<file path="config.mk">
export PLATFORM = sky130hd
export DESIGN_NAME = cpu_subsystem
export DESIGN_NICKNAME = d
export VERILOG_FILES = /design/src/common/bus_pkg.sv /design/src/common/isa_pkg.sv /design/src/core/instr_fetch.sv /design/src/core/instr_decode.sv /design/src/core/execute_lsu.sv /design/src/core/result_writeback.sv /design/src/design/cpu_subsystem.sv
export VERILOG_INCLUDE_DIRS = /design/src /design/src/common
export SDC_FILE = /design/constraint.sdc
export NUM_CORES = 1
export LEC_CHECK = 0
export ABC_AREA = 1
export BUFFER_PORTS_ARGS = -buffer_cell sky130_fd_sc_hd__buf_2
export CORE_UTILIZATION = 30
export DETAILED_ROUTE_END_ITERATION = 12
export PLACE_DENSITY = 0.55
export RECOVER_POWER = 50
export REMOVE_ABC_BUFFERS = 1
export SLEW_MARGIN = 15
export SYNTH_ARGS = -nofsm -noshare
export SYNTH_HDL_FRONTEND = slang
export SYNTH_SLANG_ARGS = --single-unit
</file>
<file path="constraint.sdc">
create_clock -name clk_i -period 4.6 [get_ports clk_i]
set_clock_uncertainty 0.2 [all_clocks]
set_input_delay 0.23 -clock clk_i [delete_from_list [all_inputs] [get_ports clk_i]]
set_output_delay 0.23 -clock clk_i [all_outputs]
set_load 0.005 [all_outputs]
</file>
<file path="src/common/cpu_consts.svh">
// CPU subsystem constants
// Boot address, word width and register file size
`ifndef CPU_CONSTS_SVH
`define CPU_CONSTS_SVH

// First instruction fetched after reset
`define CPU_BOOT_ADDR 32'h0000_0180

// Data and address width
`define CPU_XLEN      32

// Register file of eight words, register 0 hard-wired to zero
`define CPU_NUM_REGS  8
`define CPU_REG_AW    3

`endif

</file>
<file path="src/common/bus_pkg.sv">
// Bus types
// Words shared by the instruction and data bus ports
`default_nettype none

`include "cpu_consts.svh"

package bus_pkg;

    // Byte address
    typedef logic [`CPU_XLEN-1:0] addr_t;

    // Read and write data
    typedef logic [`CPU_XLEN-1:0] data_t;

    // One enable per byte lane
    typedef logic [`CPU_XLEN/8-1:0] be_t;

endpackage

`default_nettype wire

</file>
<file path="src/common/isa_pkg.sv">
// Instruction set definitions
// Opcodes, the register and immediate formats, and the decoded operation
`default_nettype none

`include "cpu_consts.svh"

package isa_pkg;

    // Any other value executes as a no-operation
    typedef enum logic [3:0] {
        OP_ADD  = 4'h0,
        OP_SUB  = 4'h1,
        OP_AND  = 4'h2,
        OP_XOR  = 4'h3,
        OP_ADDI = 4'h4,
        OP_LW   = 4'h5,
        OP_SW   = 4'h6,
        OP_HALT = 4'h7
    } opcode_e;

    // Register format
    typedef struct packed {
        opcode_e                               opcode;
        logic [`CPU_REG_AW-1:0]                rd;
        logic [`CPU_REG_AW-1:0]                rs1;
        logic [`CPU_REG_AW-1:0]                rs2;
        logic [`CPU_XLEN-3*`CPU_REG_AW-5:0]    unused;
    } r_fmt_t;

    // Immediate format, rd doubles as store source for SW
    typedef struct packed {
        opcode_e                               opcode;
        logic [`CPU_REG_AW-1:0]                rd;
        logic [`CPU_REG_AW-1:0]                rs1;
        logic [`CPU_XLEN-2*`CPU_REG_AW-21:0]   unused;
        logic signed [15:0]                    imm;
    } i_fmt_t;

    // Same word seen through either format
    typedef union packed {
        r_fmt_t r;
        i_fmt_t i;
    } instr_u;

    typedef enum logic [2:0] {
        ALU_ADD,
        ALU_SUB,
        ALU_AND,
        ALU_XOR,
        ALU_LOAD,
        ALU_STORE,
        ALU_HALT,
        ALU_NOP
    } alu_op_e;

endpackage

`default_nettype wire

</file>
<file path="src/core/instr_fetch.sv">
// Instruction fetch
// Holds the PC and fetches one word per retired instruction
`default_nettype none

`include "cpu_consts.svh"

module instr_fetch (
    input  logic           clk_i,
    input  logic           rst_n_i,
    input  logic           fetch_enable_i,
    input  logic           retire_i,
    input  logic           halt_i,
    input  logic           instr_gnt_i,
    input  logic           instr_rvalid_i,
    input  bus_pkg::data_t instr_rdata_i,
    output logic           instr_req_o,
    output bus_pkg::addr_t instr_addr_o,
    output logic           instr_valid_o,
    output bus_pkg::data_t instr_word_o
);

    typedef enum logic [1:0] {
        FETCH_IDLE,
        FETCH_REQ,
        FETCH_WAIT
    } fetch_state_e;

    fetch_state_e   state_q;
    bus_pkg::addr_t pc_q;
    logic           started_q;
    logic           halted_q;

    always_ff @(posedge clk_i or negedge rst_n_i) begin
        if (!rst_n_i) begin
            state_q       <= FETCH_IDLE;
            pc_q          <= `CPU_BOOT_ADDR;
            started_q     <= 1'b0;
            halted_q      <= 1'b0;
            instr_valid_o <= 1'b0;
        end else begin
            instr_valid_o <= 1'b0;
            // Halt arrives one cycle ahead of its retire
            if (halt_i) begin
                halted_q <= 1'b1;
            end
            case (state_q)
                FETCH_IDLE: begin
                    if (!started_q && fetch_enable_i) begin
                        started_q <= 1'b1;
                        state_q   <= FETCH_REQ;
                    end else if (retire_i && !halted_q) begin
                        pc_q    <= pc_q + bus_pkg::addr_t'(4);
                        state_q <= FETCH_REQ;
                    end
                end
                FETCH_REQ: begin
                    if (instr_gnt_i) begin
                        state_q <= FETCH_WAIT;
                    end
                end
                FETCH_WAIT: begin
                    if (instr_rvalid_i) begin
                        instr_valid_o <= 1'b1;
                        state_q       <= FETCH_IDLE;
                    end
                end
                default: state_q <= FETCH_IDLE;
            endcase
        end
    end

    always_ff @(posedge clk_i) begin
        if (state_q == FETCH_WAIT && instr_rvalid_i) begin
            instr_word_o <= instr_rdata_i;
        end
    end

    // Read-only master, so only req and addr leave this block
    assign instr_req_o  = (state_q == FETCH_REQ);
    assign instr_addr_o = pc_q;

    // Address held until the memory grants it
    assert property (@(posedge clk_i) disable iff (!rst_n_i)
        instr_req_o && !instr_gnt_i |=> instr_req_o && $stable(instr_addr_o));

endmodule

`default_nettype wire

</file>
<file path="src/core/instr_decode.sv">
// Instruction decode
// Splits the word into operation, registers and immediate, one cycle
`default_nettype none

`include "cpu_consts.svh"

module instr_decode (
    input  logic                   clk_i,
    input  logic                   rst_n_i,
    input  logic                   instr_valid_i,
    input  bus_pkg::data_t         instr_word_i,
    input  bus_pkg::data_t         rs1_data_i,
    input  bus_pkg::data_t         rs2_data_i,
    output logic [`CPU_REG_AW-1:0] rs1_addr_o,
    output logic [`CPU_REG_AW-1:0] rs2_addr_o,
    output logic                   dec_valid_o,
    output isa_pkg::alu_op_e       dec_op_o,
    output logic [`CPU_REG_AW-1:0] dec_rd_o,
    output bus_pkg::data_t         dec_a_o,
    output bus_pkg::data_t         dec_b_o,
    output bus_pkg::data_t         dec_imm_o
);

    isa_pkg::instr_u  instr;
    isa_pkg::alu_op_e op_d;
    logic             is_i_fmt;
    bus_pkg::data_t   imm_ext;

    assign instr = instr_word_i;

    always_comb begin
        op_d     = isa_pkg::ALU_NOP;
        is_i_fmt = 1'b0;
        case (instr.r.opcode)
            isa_pkg::OP_ADD:  op_d = isa_pkg::ALU_ADD;
            isa_pkg::OP_SUB:  op_d = isa_pkg::ALU_SUB;
            isa_pkg::OP_AND:  op_d = isa_pkg::ALU_AND;
            isa_pkg::OP_XOR:  op_d = isa_pkg::ALU_XOR;
            isa_pkg::OP_ADDI: begin
                op_d     = isa_pkg::ALU_ADD;
                is_i_fmt = 1'b1;
            end
            isa_pkg::OP_LW: begin
                op_d     = isa_pkg::ALU_LOAD;
                is_i_fmt = 1'b1;
            end
            isa_pkg::OP_SW: begin
                op_d     = isa_pkg::ALU_STORE;
                is_i_fmt = 1'b1;
            end
            isa_pkg::OP_HALT: op_d = isa_pkg::ALU_HALT;
            default:          op_d = isa_pkg::ALU_NOP;
        endcase
    end

    assign imm_ext = is_i_fmt ? {{(`CPU_XLEN-16){instr.i.imm[15]}}, instr.i.imm} : '0;

    // Store data comes from the rd field
    assign rs1_addr_o = instr.r.rs1;
    assign rs2_addr_o = (instr.r.opcode == isa_pkg::OP_SW) ? instr.i.rd : instr.r.rs2;

    always_ff @(posedge clk_i or negedge rst_n_i) begin
        if (!rst_n_i) begin
            dec_valid_o <= 1'b0;
        end else begin
            dec_valid_o <= instr_valid_i;
        end
    end

    always_ff @(posedge clk_i) begin
        if (instr_valid_i) begin
            dec_op_o  <= op_d;
            dec_rd_o  <= instr.r.rd;
            dec_a_o   <= rs1_data_i;
            // ADDI takes the immediate as second operand
            dec_b_o   <= (op_d == isa_pkg::ALU_ADD && is_i_fmt) ? imm_ext : rs2_data_i;
            dec_imm_o <= imm_ext;
        end
    end

endmodule

`default_nettype wire

</file>
<file path="src/core/execute_lsu.sv">
// Execute and load/store unit
// One-cycle ALU, plus a data bus master for LW and SW
`default_nettype none

`include "cpu_consts.svh"

module execute_lsu (
    input  logic                   clk_i,
    input  logic                   rst_n_i,
    input  logic                   dec_valid_i,
    input  isa_pkg::alu_op_e       dec_op_i,
    input  logic [`CPU_REG_AW-1:0] dec_rd_i,
    input  bus_pkg::data_t         dec_a_i,
    input  bus_pkg::data_t         dec_b_i,
    input  bus_pkg::data_t         dec_imm_i,
    input  logic                   data_gnt_i,
    input  logic                   data_rvalid_i,
    input  bus_pkg::data_t         data_rdata_i,
    output logic                   data_req_o,
    output bus_pkg::addr_t         data_addr_o,
    output logic                   data_we_o,
    output bus_pkg::be_t           data_be_o,
    output bus_pkg::data_t         data_wdata_o,
    output logic                   res_valid_o,
    output logic [`CPU_REG_AW-1:0] res_rd_o,
    output bus_pkg::data_t         res_data_o,
    output logic                   res_we_o,
    output logic                   halt_o
);

    typedef enum logic [1:0] {
        LSU_IDLE,
        LSU_REQ,
        LSU_WAIT
    } lsu_state_e;

    lsu_state_e     state_q;
    bus_pkg::data_t alu_res;
    bus_pkg::addr_t addr_sum;
    logic           is_mem;
    logic           start;

    always_comb begin
        case (dec_op_i)
            isa_pkg::ALU_ADD: alu_res = dec_a_i + dec_b_i;
            isa_pkg::ALU_SUB: alu_res = dec_a_i - dec_b_i;
            isa_pkg::ALU_AND: alu_res = dec_a_i & dec_b_i;
            isa_pkg::ALU_XOR: alu_res = dec_a_i ^ dec_b_i;
            default:          alu_res = '0;
        endcase
    end

    assign addr_sum = dec_a_i + dec_imm_i;
    assign is_mem   = dec_op_i inside {isa_pkg::ALU_LOAD, isa_pkg::ALU_STORE};
    assign start    = dec_valid_i && (state_q == LSU_IDLE);

    assign data_req_o = (state_q == LSU_REQ);
    // Word accesses only
    assign data_be_o  = '1;

    always_ff @(posedge clk_i or negedge rst_n_i) begin
        if (!rst_n_i) begin
            state_q     <= LSU_IDLE;
            res_valid_o <= 1'b0;
            halt_o      <= 1'b0;
        end else begin
            res_valid_o <= 1'b0;
            halt_o      <= 1'b0;
            case (state_q)
                LSU_IDLE: begin
                    if (start && is_mem) begin
                        state_q <= LSU_REQ;
                    end else if (start) begin
                        res_valid_o <= 1'b1;
                        halt_o      <= (dec_op_i == isa_pkg::ALU_HALT);
                    end
                end
                LSU_REQ: begin
                    if (data_gnt_i) begin
                        state_q <= LSU_WAIT;
                    end
                end
                LSU_WAIT: begin
                    if (data_rvalid_i) begin
                        res_valid_o <= 1'b1;
                        state_q     <= LSU_IDLE;
                    end
                end
                default: state_q <= LSU_IDLE;
            endcase
        end
    end

    always_ff @(posedge clk_i) begin
        if (start) begin
            data_addr_o  <= {addr_sum[`CPU_XLEN-1:2], 2'b00};
            data_we_o    <= (dec_op_i == isa_pkg::ALU_STORE);
            data_wdata_o <= dec_b_i;
            res_rd_o     <= dec_rd_i;
            res_data_o   <= alu_res;
            // No register write for SW, HALT and NOP
            res_we_o     <= dec_op_i inside {isa_pkg::ALU_ADD, isa_pkg::ALU_SUB,
                                             isa_pkg::ALU_AND, isa_pkg::ALU_XOR,
                                             isa_pkg::ALU_LOAD};
        end else if (state_q == LSU_WAIT && data_rvalid_i && !data_we_o) begin
            res_data_o <= data_rdata_i;
        end
    end

    // Request and payload held until granted
    assert property (@(posedge clk_i) disable iff (!rst_n_i)
        data_req_o && !data_gnt_i |=> data_req_o && $stable(data_addr_o)
            && $stable(data_we_o) && $stable(data_wdata_o));

    // Memory answers only a granted request
    assert property (@(posedge clk_i) disable iff (!rst_n_i)
        data_rvalid_i |-> state_q == LSU_WAIT);

endmodule

`default_nettype wire

</file>
<file path="src/core/result_writeback.sv">
// Result writeback
// Register file, retire pulse and the sleep flag after HALT
`default_nettype none

`include "cpu_consts.svh"

module result_writeback (
    input  logic                   clk_i,
    input  logic                   rst_n_i,
    input  logic                   res_valid_i,
    input  logic [`CPU_REG_AW-1:0] res_rd_i,
    input  bus_pkg::data_t         res_data_i,
    input  logic                   res_we_i,
    input  logic                   halt_i,
    input  logic [`CPU_REG_AW-1:0] rs1_addr_i,
    input  logic [`CPU_REG_AW-1:0] rs2_addr_i,
    output bus_pkg::data_t         rs1_data_o,
    output bus_pkg::data_t         rs2_data_o,
    output logic                   retire_o,
    output logic                   core_sleep_o
);

    bus_pkg::data_t regs_q [`CPU_NUM_REGS];

    // Writes to register 0 are dropped
    always_ff @(posedge clk_i) begin
        if (res_valid_i && res_we_i && res_rd_i != '0) begin
            regs_q[res_rd_i] <= res_data_i;
        end
    end

    assign rs1_data_o = (rs1_addr_i == '0) ? '0 : regs_q[rs1_addr_i];
    assign rs2_data_o = (rs2_addr_i == '0) ? '0 : regs_q[rs2_addr_i];

    always_ff @(posedge clk_i or negedge rst_n_i) begin
        if (!rst_n_i) begin
            retire_o     <= 1'b0;
            core_sleep_o <= 1'b0;
        end else begin
            retire_o <= res_valid_i;
            // Sleep until reset once HALT retires
            if (res_valid_i && halt_i) begin
                core_sleep_o <= 1'b1;
            end
        end
    end

    // Nothing executes once the core is asleep
    assert property (@(posedge clk_i) disable iff (!rst_n_i)
        core_sleep_o |-> !res_valid_i);

endmodule

`default_nettype wire

</file>
<file path="src/design/cpu_subsystem.sv">
// CPU subsystem
// Sequential core: fetch, decode, execute and writeback on two buses
`default_nettype none

`include "cpu_consts.svh"

module cpu_subsystem (
    input  logic           clk_i,
    input  logic           rst_n_i,
    input  logic           fetch_enable_i,
    // Instruction bus
    output logic           instr_req_o,
    input  logic           instr_gnt_i,
    output bus_pkg::addr_t instr_addr_o,
    input  logic           instr_rvalid_i,
    input  bus_pkg::data_t instr_rdata_i,
    // Data bus
    output logic           data_req_o,
    input  logic           data_gnt_i,
    output bus_pkg::addr_t data_addr_o,
    output logic           data_we_o,
    output bus_pkg::be_t   data_be_o,
    output bus_pkg::data_t data_wdata_o,
    input  logic           data_rvalid_i,
    input  bus_pkg::data_t data_rdata_i,
    output logic           core_sleep_o
);

    logic                   instr_valid;
    bus_pkg::data_t         instr_word;
    logic [`CPU_REG_AW-1:0] rs1_addr;
    logic [`CPU_REG_AW-1:0] rs2_addr;
    bus_pkg::data_t         rs1_data;
    bus_pkg::data_t         rs2_data;
    logic                   dec_valid;
    isa_pkg::alu_op_e       dec_op;
    logic [`CPU_REG_AW-1:0] dec_rd;
    bus_pkg::data_t         dec_a;
    bus_pkg::data_t         dec_b;
    bus_pkg::data_t         dec_imm;
    logic                   res_valid;
    logic [`CPU_REG_AW-1:0] res_rd;
    bus_pkg::data_t         res_data;
    logic                   res_we;
    logic                   halt;
    logic                   retire;

    instr_fetch u_instr_fetch (
        .clk_i          (clk_i),
        .rst_n_i        (rst_n_i),
        .fetch_enable_i (fetch_enable_i),
        .retire_i       (retire),
        .halt_i         (halt),
        .instr_gnt_i    (instr_gnt_i),
        .instr_rvalid_i (instr_rvalid_i),
        .instr_rdata_i  (instr_rdata_i),
        .instr_req_o    (instr_req_o),
        .instr_addr_o   (instr_addr_o),
        .instr_valid_o  (instr_valid),
        .instr_word_o   (instr_word)
    );

    instr_decode u_instr_decode (
        .clk_i         (clk_i),
        .rst_n_i       (rst_n_i),
        .instr_valid_i (instr_valid),
        .instr_word_i  (instr_word),
        .rs1_data_i    (rs1_data),
        .rs2_data_i    (rs2_data),
        .rs1_addr_o    (rs1_addr),
        .rs2_addr_o    (rs2_addr),
        .dec_valid_o   (dec_valid),
        .dec_op_o      (dec_op),
        .dec_rd_o      (dec_rd),
        .dec_a_o       (dec_a),
        .dec_b_o       (dec_b),
        .dec_imm_o     (dec_imm)
    );

    execute_lsu u_execute_lsu (
        .clk_i         (clk_i),
        .rst_n_i       (rst_n_i),
        .dec_valid_i   (dec_valid),
        .dec_op_i      (dec_op),
        .dec_rd_i      (dec_rd),
        .dec_a_i       (dec_a),
        .dec_b_i       (dec_b),
        .dec_imm_i     (dec_imm),
        .data_gnt_i    (data_gnt_i),
        .data_rvalid_i (data_rvalid_i),
        .data_rdata_i  (data_rdata_i),
        .data_req_o    (data_req_o),
        .data_addr_o   (data_addr_o),
        .data_we_o     (data_we_o),
        .data_be_o     (data_be_o),
        .data_wdata_o  (data_wdata_o),
        .res_valid_o   (res_valid),
        .res_rd_o      (res_rd),
        .res_data_o    (res_data),
        .res_we_o      (res_we),
        .halt_o        (halt)
    );

    result_writeback u_result_writeback (
        .clk_i        (clk_i),
        .rst_n_i      (rst_n_i),
        .res_valid_i  (res_valid),
        .res_rd_i     (res_rd),
        .res_data_i   (res_data),
        .res_we_i     (res_we),
        .halt_i       (halt),
        .rs1_addr_i   (rs1_addr),
        .rs2_addr_i   (rs2_addr),
        .rs1_data_o   (rs1_data),
        .rs2_data_o   (rs2_data),
        .retire_o     (retire),
        .core_sleep_o (core_sleep_o)
    );

endmodule

`default_nettype wire

</file>
# Word-level counts from Yosys, hierarchy flattened
# Memory sizes are Yosys's and may differ from the RTL's. A register that Yosys moved wholly into a read port is not among the register bits.
# Cells that the tools add are included.
dict set report classes {
  n_eq_ne 23
  muxes 29
  bitwise_logic 3
  n_addsub 4
  reduce_logical 31
}
# operator n
set ops {}
lappend ops {{$mux W32} 5}
lappend ops {{$pmux W32 S4} 1}
lappend ops {{$add A32 B32 Y32} 2}
lappend ops {{$add A32 B3 Y32 const B} 1}
lappend ops {{$and A32 B32 Y32} 1}
lappend ops {{$sub A32 B32 Y32} 1}
lappend ops {{$xor A32 B32 Y32} 1}
lappend ops {{$pmux W3 S7} 1}
lappend ops {{$eq A4 B3 Y1 const B} 4}
lappend ops {{$mux W2} 7}
lappend ops {{$logic_not A3 Y1} 4}
lappend ops {{$pmux W2 S3} 2}
lappend ops {{$logic_and A1 B1 Y1} 11}
lappend ops {{$mux W1} 11}
lappend ops {{$eq A3 B3 Y1 const B} 3}
lappend ops {{$reduce_and A3 Y1} 3}
lappend ops {{$eq A4 B2 Y1 const B} 2}
lappend ops {{$eq A3 B2 Y1 const B} 2}
lappend ops {{$ne A2 B2 Y1 const B} 3}
lappend ops {{$reduce_bool A5 Y1} 1}
lappend ops {{$eq A2 B1 Y1 const B} 2}
lappend ops {{$eq A2 B2 Y1 const B} 2}
lappend ops {{$eq A4 B1 Y1 const B} 1}
lappend ops {{$logic_not A2 Y1} 2}
lappend ops {{13 further kinds} 17}
dict set report totals {
  memories 1
  reg_bits 245
  ramBits 256
}
# name words word_bits rd rd_clocked_by_memory_dff wr line
set mem_list {}
lappend mem_list {u_result_writeback.regs_q 8 32 2 1 1 result_writeback.sv:23} ;# bus_pkg::data_t regs_q [`CPU_NUM_REGS];

# Depth between registers and ports, before layout
dict set report depth {
  depth_word 6
  ltp_mapped 27
  depth_no_buf 27
}

# Hierarchy
# Synthesis repeated with hierarchy kept, for this count alone.
dict set report unflattened {
  hier_cells 3536
  area_unflattened_um2 29712.2
}
# mod area_each_um2 cells_each n_inst
set modules_own_cells {}
lappend modules_own_cells {result_writeback 13630.6 1630 1}
lappend modules_own_cells {execute_lsu 9671.8 1351 1}
lappend modules_own_cells {instr_decode 3405.8 250 1}
lappend modules_own_cells {instr_fetch 3004.1 305 1}

# Least setup slack after synthesis
# OpenSTA, ideal clock, no wires.
dict set report synth_timing {
  path_type {reg-to-reg}
  from {register u_execute_lsu.res_rd_o[2]}
  to {memory u_result_writeback.regs_q[2][0] (netlist bit), enable pin}
  slack_ns 0.977
  period_less_slack_ns 3.623
  required_time_ns 3.939
  arrival_time_ns 2.961
  path_stages_with_launch 3
  path_cell_list {edfxtp_1 > or2_2 > nor3_1}
}
dict set report synth_via {
  elab_chain_len 4
}
# element line
set synth_lines {}
lappend synth_lines {{from (decl)} execute_lsu.sv:25} ;# output logic [`CPU_REG_AW-1:0] res_rd_o,
lappend synth_lines {{from (signal assigned)} execute_lsu.sv:99} ;# res_rd_o <= dec_rd_i;
lappend synth_lines {{$reduce_bool A3 Y1} result_writeback.sv:27} ;# if (res_valid_i && res_we_i && res_rd_i != '0) begin
lappend synth_lines {{$logic_and A1 B1 Y1} result_writeback.sv:27}
lappend synth_lines {{$mux W1} result_writeback.sv:27}
lappend synth_lines {{$mux W1 (not written as such)} result_writeback.sv:28} ;# regs_q[res_rd_i] <= res_data_i;
lappend synth_lines {{to (decl)} result_writeback.sv:23}
# Several ways; a longest one is shown, not always the timed one.

# Final worst setup path
dict set report layout_timing {
  from {register u_instr_decode.dec_b_o[0]}
  to {register u_execute_lsu.res_data_o[28] (data pin)}
}
dict set report layout_via {
  elab_chain_len 3
}
# element line
set layout_lines {}
lappend layout_lines {{from (decl)} instr_decode.sv:20} ;# output bus_pkg::data_t dec_b_o,
lappend layout_lines {{from (signal assigned)} instr_decode.sv:76} ;# dec_b_o <= (op_d == isa_pkg::ALU_ADD && is_i_fmt) ? imm_ext : rs2_data_i;
lappend layout_lines {{$sub A32 B32 Y32 / $add A32 B32 Y32 (equally long branches)} {execute_lsu.sv:46, execute_lsu.sv:45}}
lappend layout_lines {{$pmux W32 S4 (*)} execute_lsu.sv:44} ;# case (dec_op_i)
lappend layout_lines {{$mux W32 (*)} execute_lsu.sv:95} ;# if (start) begin
lappend layout_lines {{to (signal assigned)} execute_lsu.sv:100} ;# res_data_o <= alu_res;
lappend layout_lines {{to (signal assigned)} execute_lsu.sv:106} ;# res_data_o <= data_rdata_i;
lappend layout_lines {{to (decl)} execute_lsu.sv:26} ;# output bus_pkg::data_t res_data_o,
# Every way passes the cells marked *; elsewhere a longest branch is shown, timed or not.
# A chain may end at the register's enable or synchronous reset.

==> qor.yml <==
global_routing:
  antenna_found_initial: 1
  grt_max_degree: 193
  gr-total-overflow: 0
  grt_pass1_vias: 20900
  grt_pass1_wl_mm: 127
  grt_util_all_layers: 0.183
worst_setup_path:
  max_stage_delay_ns: 0.44
  crit_required_ns: 4.76
  ff2ff_setup_slack_ns: 0.43
  timing.rr.end: "u_execute_lsu.res_data_o[28]"
  worstPathArrival_ns: 4.33
  r2r_start: "u_instr_decode.dec_b_o[0]"
  endpoint: "u_execute_lsu.res_data_o[28]"
  worst_setup_path_start_kind: "flip-flop"
  crit_slowest_cell: "edfxtp_1"
  cp_max_fo: 5
  path_class: "flip-flop to flip-flop"
  crit_path_end_kind: "flip-flop"
  path_cells: "inv_1 -> ha_1 -> nand2_1 -> nor2_1 -> nand2_1 -> nor2_4 -> nand2_1 -> nand2_1 -> o21ai_0 -> o21bai_1 -> xor2_1 -> ha_1 -> nand2_1 -> nor2_1 -> nand2_1 -> nor3_1 -> nand2_1 -> nand2_1 -> nand2_1 -> nand3_1 -> nand2_1 -> nand2_1 -> nand2_1"
  crit_top_cell: "nand2_1"
  crit_start: "u_instr_decode.dec_b_o[0]"
  ff2ff_path_depth: 23
synth:
  synth_edf_count: 470
  ys_types: 50
  async_flop_share: 0.0820
  synth_compound_area_frac: 0.137
  synth_ff_type: "edfxtp_1"
  synth_top_family_by_area: "simple AND/OR/NAND/NOR gates"
  ys_ff_latch: 512
  ys_warn_count: 0
  yosysTopAreaCell: "edfxtp_1"
  synth_fa_ha_area_frac: 0.0446
  yosysSeqAreaShare: 0.560
  synth.mux.area_fraction: 0.000415
  yosys.area_share.simple: 0.168
  syn_avg_cell_area_um2: 9.52
  synthCells: 2847
  synth.area.top_cells: "edfxtp_1, nand2_1, ha_1"
  yosysTopAreaCellShare: 0.521
  synthesis.area_um2: 27100
  synth_xor_area_frac: 0.0284
layout:
  n_fill_cell: 9066
  layout_commonest_cell: "nand2_1"
  drive_gt1_frac: 0.0788
  stdcell_count: 4286
  mostFrequentLayoutCells: "nand2_1, edfxtp_1, inv_1, nor2_1, o21ai_0"
  fin_nets: 3246
  area_delta_synth_final_pct: 17.2
sta:
  setup_viol: 0
  max_freq_ghz: 0.240
  rsz0062_at_grt: "no"
  tightest_slew_ns: 2.62
  slew_violations: 131
  whs_ns: 0.114
  fin_crit_sh: 0.907
  relSlewSlack: -0.747
  fin_ws_ns: 0.426
  hold_viol: 0
  post-route-min-period_ns: 4.17
clock_tree:
  cts_max_path_buffers: 3
  cts_tree: "done"
  ctsRootBufferMaster: "clkbuf_16"
  clk_pin_slew_ns: 0.06
  clk_latency_ns: 0.63
  clock-sinks: 512
  htree_levels: 2
  cts_inserted_buffers: 57
status:
  violations: "capacitance limit, slew limit"
  status: "finished, violations left"
die:
  pin_count: 175
  die_h_um: 303
  start_util: 0.305
  die_width_um: 303
  num_rows: 109
  die_area_um2: 91600
  core_area_um2: 88900
route:
  viasPerCell: 4.98
  route.final.wire_length_mm: 84.3
  drtPass1Iterations: 5
  post-route-drc-count: 0
  drt_iter0_drc: 1881
  final_antenna_net_count: 0
  via_count: 21400
  wl_per_cell_um: 19.7
placement:
  place_hpwl_mm: 56.9
  dp_slack_ns: 0.329
  placed_cells: 4116
  gp_congestion: 0.951
  portBuffers: 163
run:
  drv_cap: 3
pwr:
  power_uw: 12800
  p_per_area_nw_per_um2: 403
  p_leak_uw: 0.0125
  ir_worst_vdd_mv: 0.283
worst_hold_path:
  min_path_type: "primary input to flip-flop"
==> how the worst min path moves through the flow <==
stage	from	endpoint	slack, ns	cells after the start
finish	instr_rdata_i[5]	u_instr_fetch.instr_word_o[5]	0.11	2
floorplan	rst_n_i	u_execute_lsu.halt_o	-0.27	0
CTS	instr_rdata_i[5]	u_instr_fetch.instr_word_o[5]	0.08	2
global route	instr_rdata_i[5]	u_instr_fetch.instr_word_o[5]	0.09	2
detailed placement	u_instr_decode.dec_rd_o[0]	u_execute_lsu.res_rd_o[0]	0.21	0
global placement	instr_rdata_i[25]	u_instr_fetch.instr_word_o[25]	0.21	1
==> critical path, delay by kind of cell, from the launching register on <==
family,cells,cell delay (ns)
AND/OR/NAND/NOR,17,1.91
adder cells (fa/ha/maj),2,0.58
AO/OA/AOI/OAI,2,0.46
flip-flops,1,0.44
XOR/XNOR,1,0.17
buffers and inverters,1,0.14
==> cell type report <==
cell class,instances,area (um^2),area share
tap,1165,1460,0.0459
multi-input combinational,1951,10500,0.330
clock inverter,28,344,0.0108
timing repair buffer,266,1720,0.0542
antenna,1,2.50,0.0000788
clock buffer,72,1510,0.0477
inverter,291,1090,0.0345
sequential,512,15200,0.477
==> stage by stage <==
stage	TNS (ns)	util	cell area, um^2
after floorplan	-50.67	-	26700
after global placement	0	0.330	29300
after detailed placement	0	0.330	29300
after CTS	0	0.359	31900
after global routing	0	0.357	31800
final	0	0.357	31800
==> cell usage after synthesis, types with 3 or more instances <==
library cell and instances:
inv_2 3, a21o_1 11, nor2_1 259, o31ai_1 5, dfrtp_1 40, nand3b_1 9
inv_1 287, o21ai_0 223, nand3_2 3, o21ai_1 40, a22oi_1 27, xor2_1 49
ha_1 95, edfxtp_1 470, buf_1 14, o211ai_1 129, buf_2 27, o21a_1 7
nor2_4 4, nor3_2 3, buf_4 16, nor4_1 5, xnor2_1 39, o21bai_1 11
nand4_1 13, nor3_1 25, a31oi_1 40, clkbuf_1 74, nand2_1 592, a21oi_1 130
nand3_1 167, or2_2 6
==> registers in the layout, indices dropped and copies added, names as in the netlist, 2 cells and up <==
register and cells:
u_instr_fetch.state_q 2, u_execute_lsu.state_q 2, u_instr_decode.dec_imm_o 16, u_instr_fetch.instr_word_o 29, u_instr_decode.dec_rd_o 3, u_instr_fetch.instr_addr_o 30, u_instr_decode.dec_op_o 3, u_execute_lsu.res_data_o 32
u_result_writeback.regs_q 256, u_execute_lsu.data_addr_o 30, u_instr_decode.dec_a_o 32, u_execute_lsu.res_rd_o 3, u_instr_decode.dec_b_o 32, u_execute_lsu.data_wdata_o 32
==> report_power, final <==
part	switching (uW)	leakage [uW]	internal [uW]	total [uW]
combinational	1640	0.00681	806	2440
sequential	274	0.00482	5500	5780
clock	1880	0.000896	2710	4590
total	3790	0.0125	9010	12800
==> what timing repair did <==
action | 4_1_cts | 5_1_grt
hold buffers | 69 | 0
endpoints found under the setup margin | 0 | 7
setup buffers | 0 | 0
hold endpoints to repair | 116 | 0
gates resized for setup | 0 | 2
==> routing by layer <==
layer	part of all wire	vias up	global-route usage
met1	0.44	10200	0.246
met3	0.057	135	0.0237
met5	0	-	0
met4	0.026	0	0.0564
met2	0.47	702	0.307
li1	-	10300	-
==> cells by family (layout without fill, tap and decap cells) <==
group	Yosys count	in the layout
muxes	1	1
other	2	41
xor gates and xnor gates	88	88
adders and majority gates	96	96
DFF	512	512
AOI/OAI and AO/OA	631	631
and+or+nand+nor	1095	1095
buffers and inverters	422	657
(Power assumes the default switching activity.)
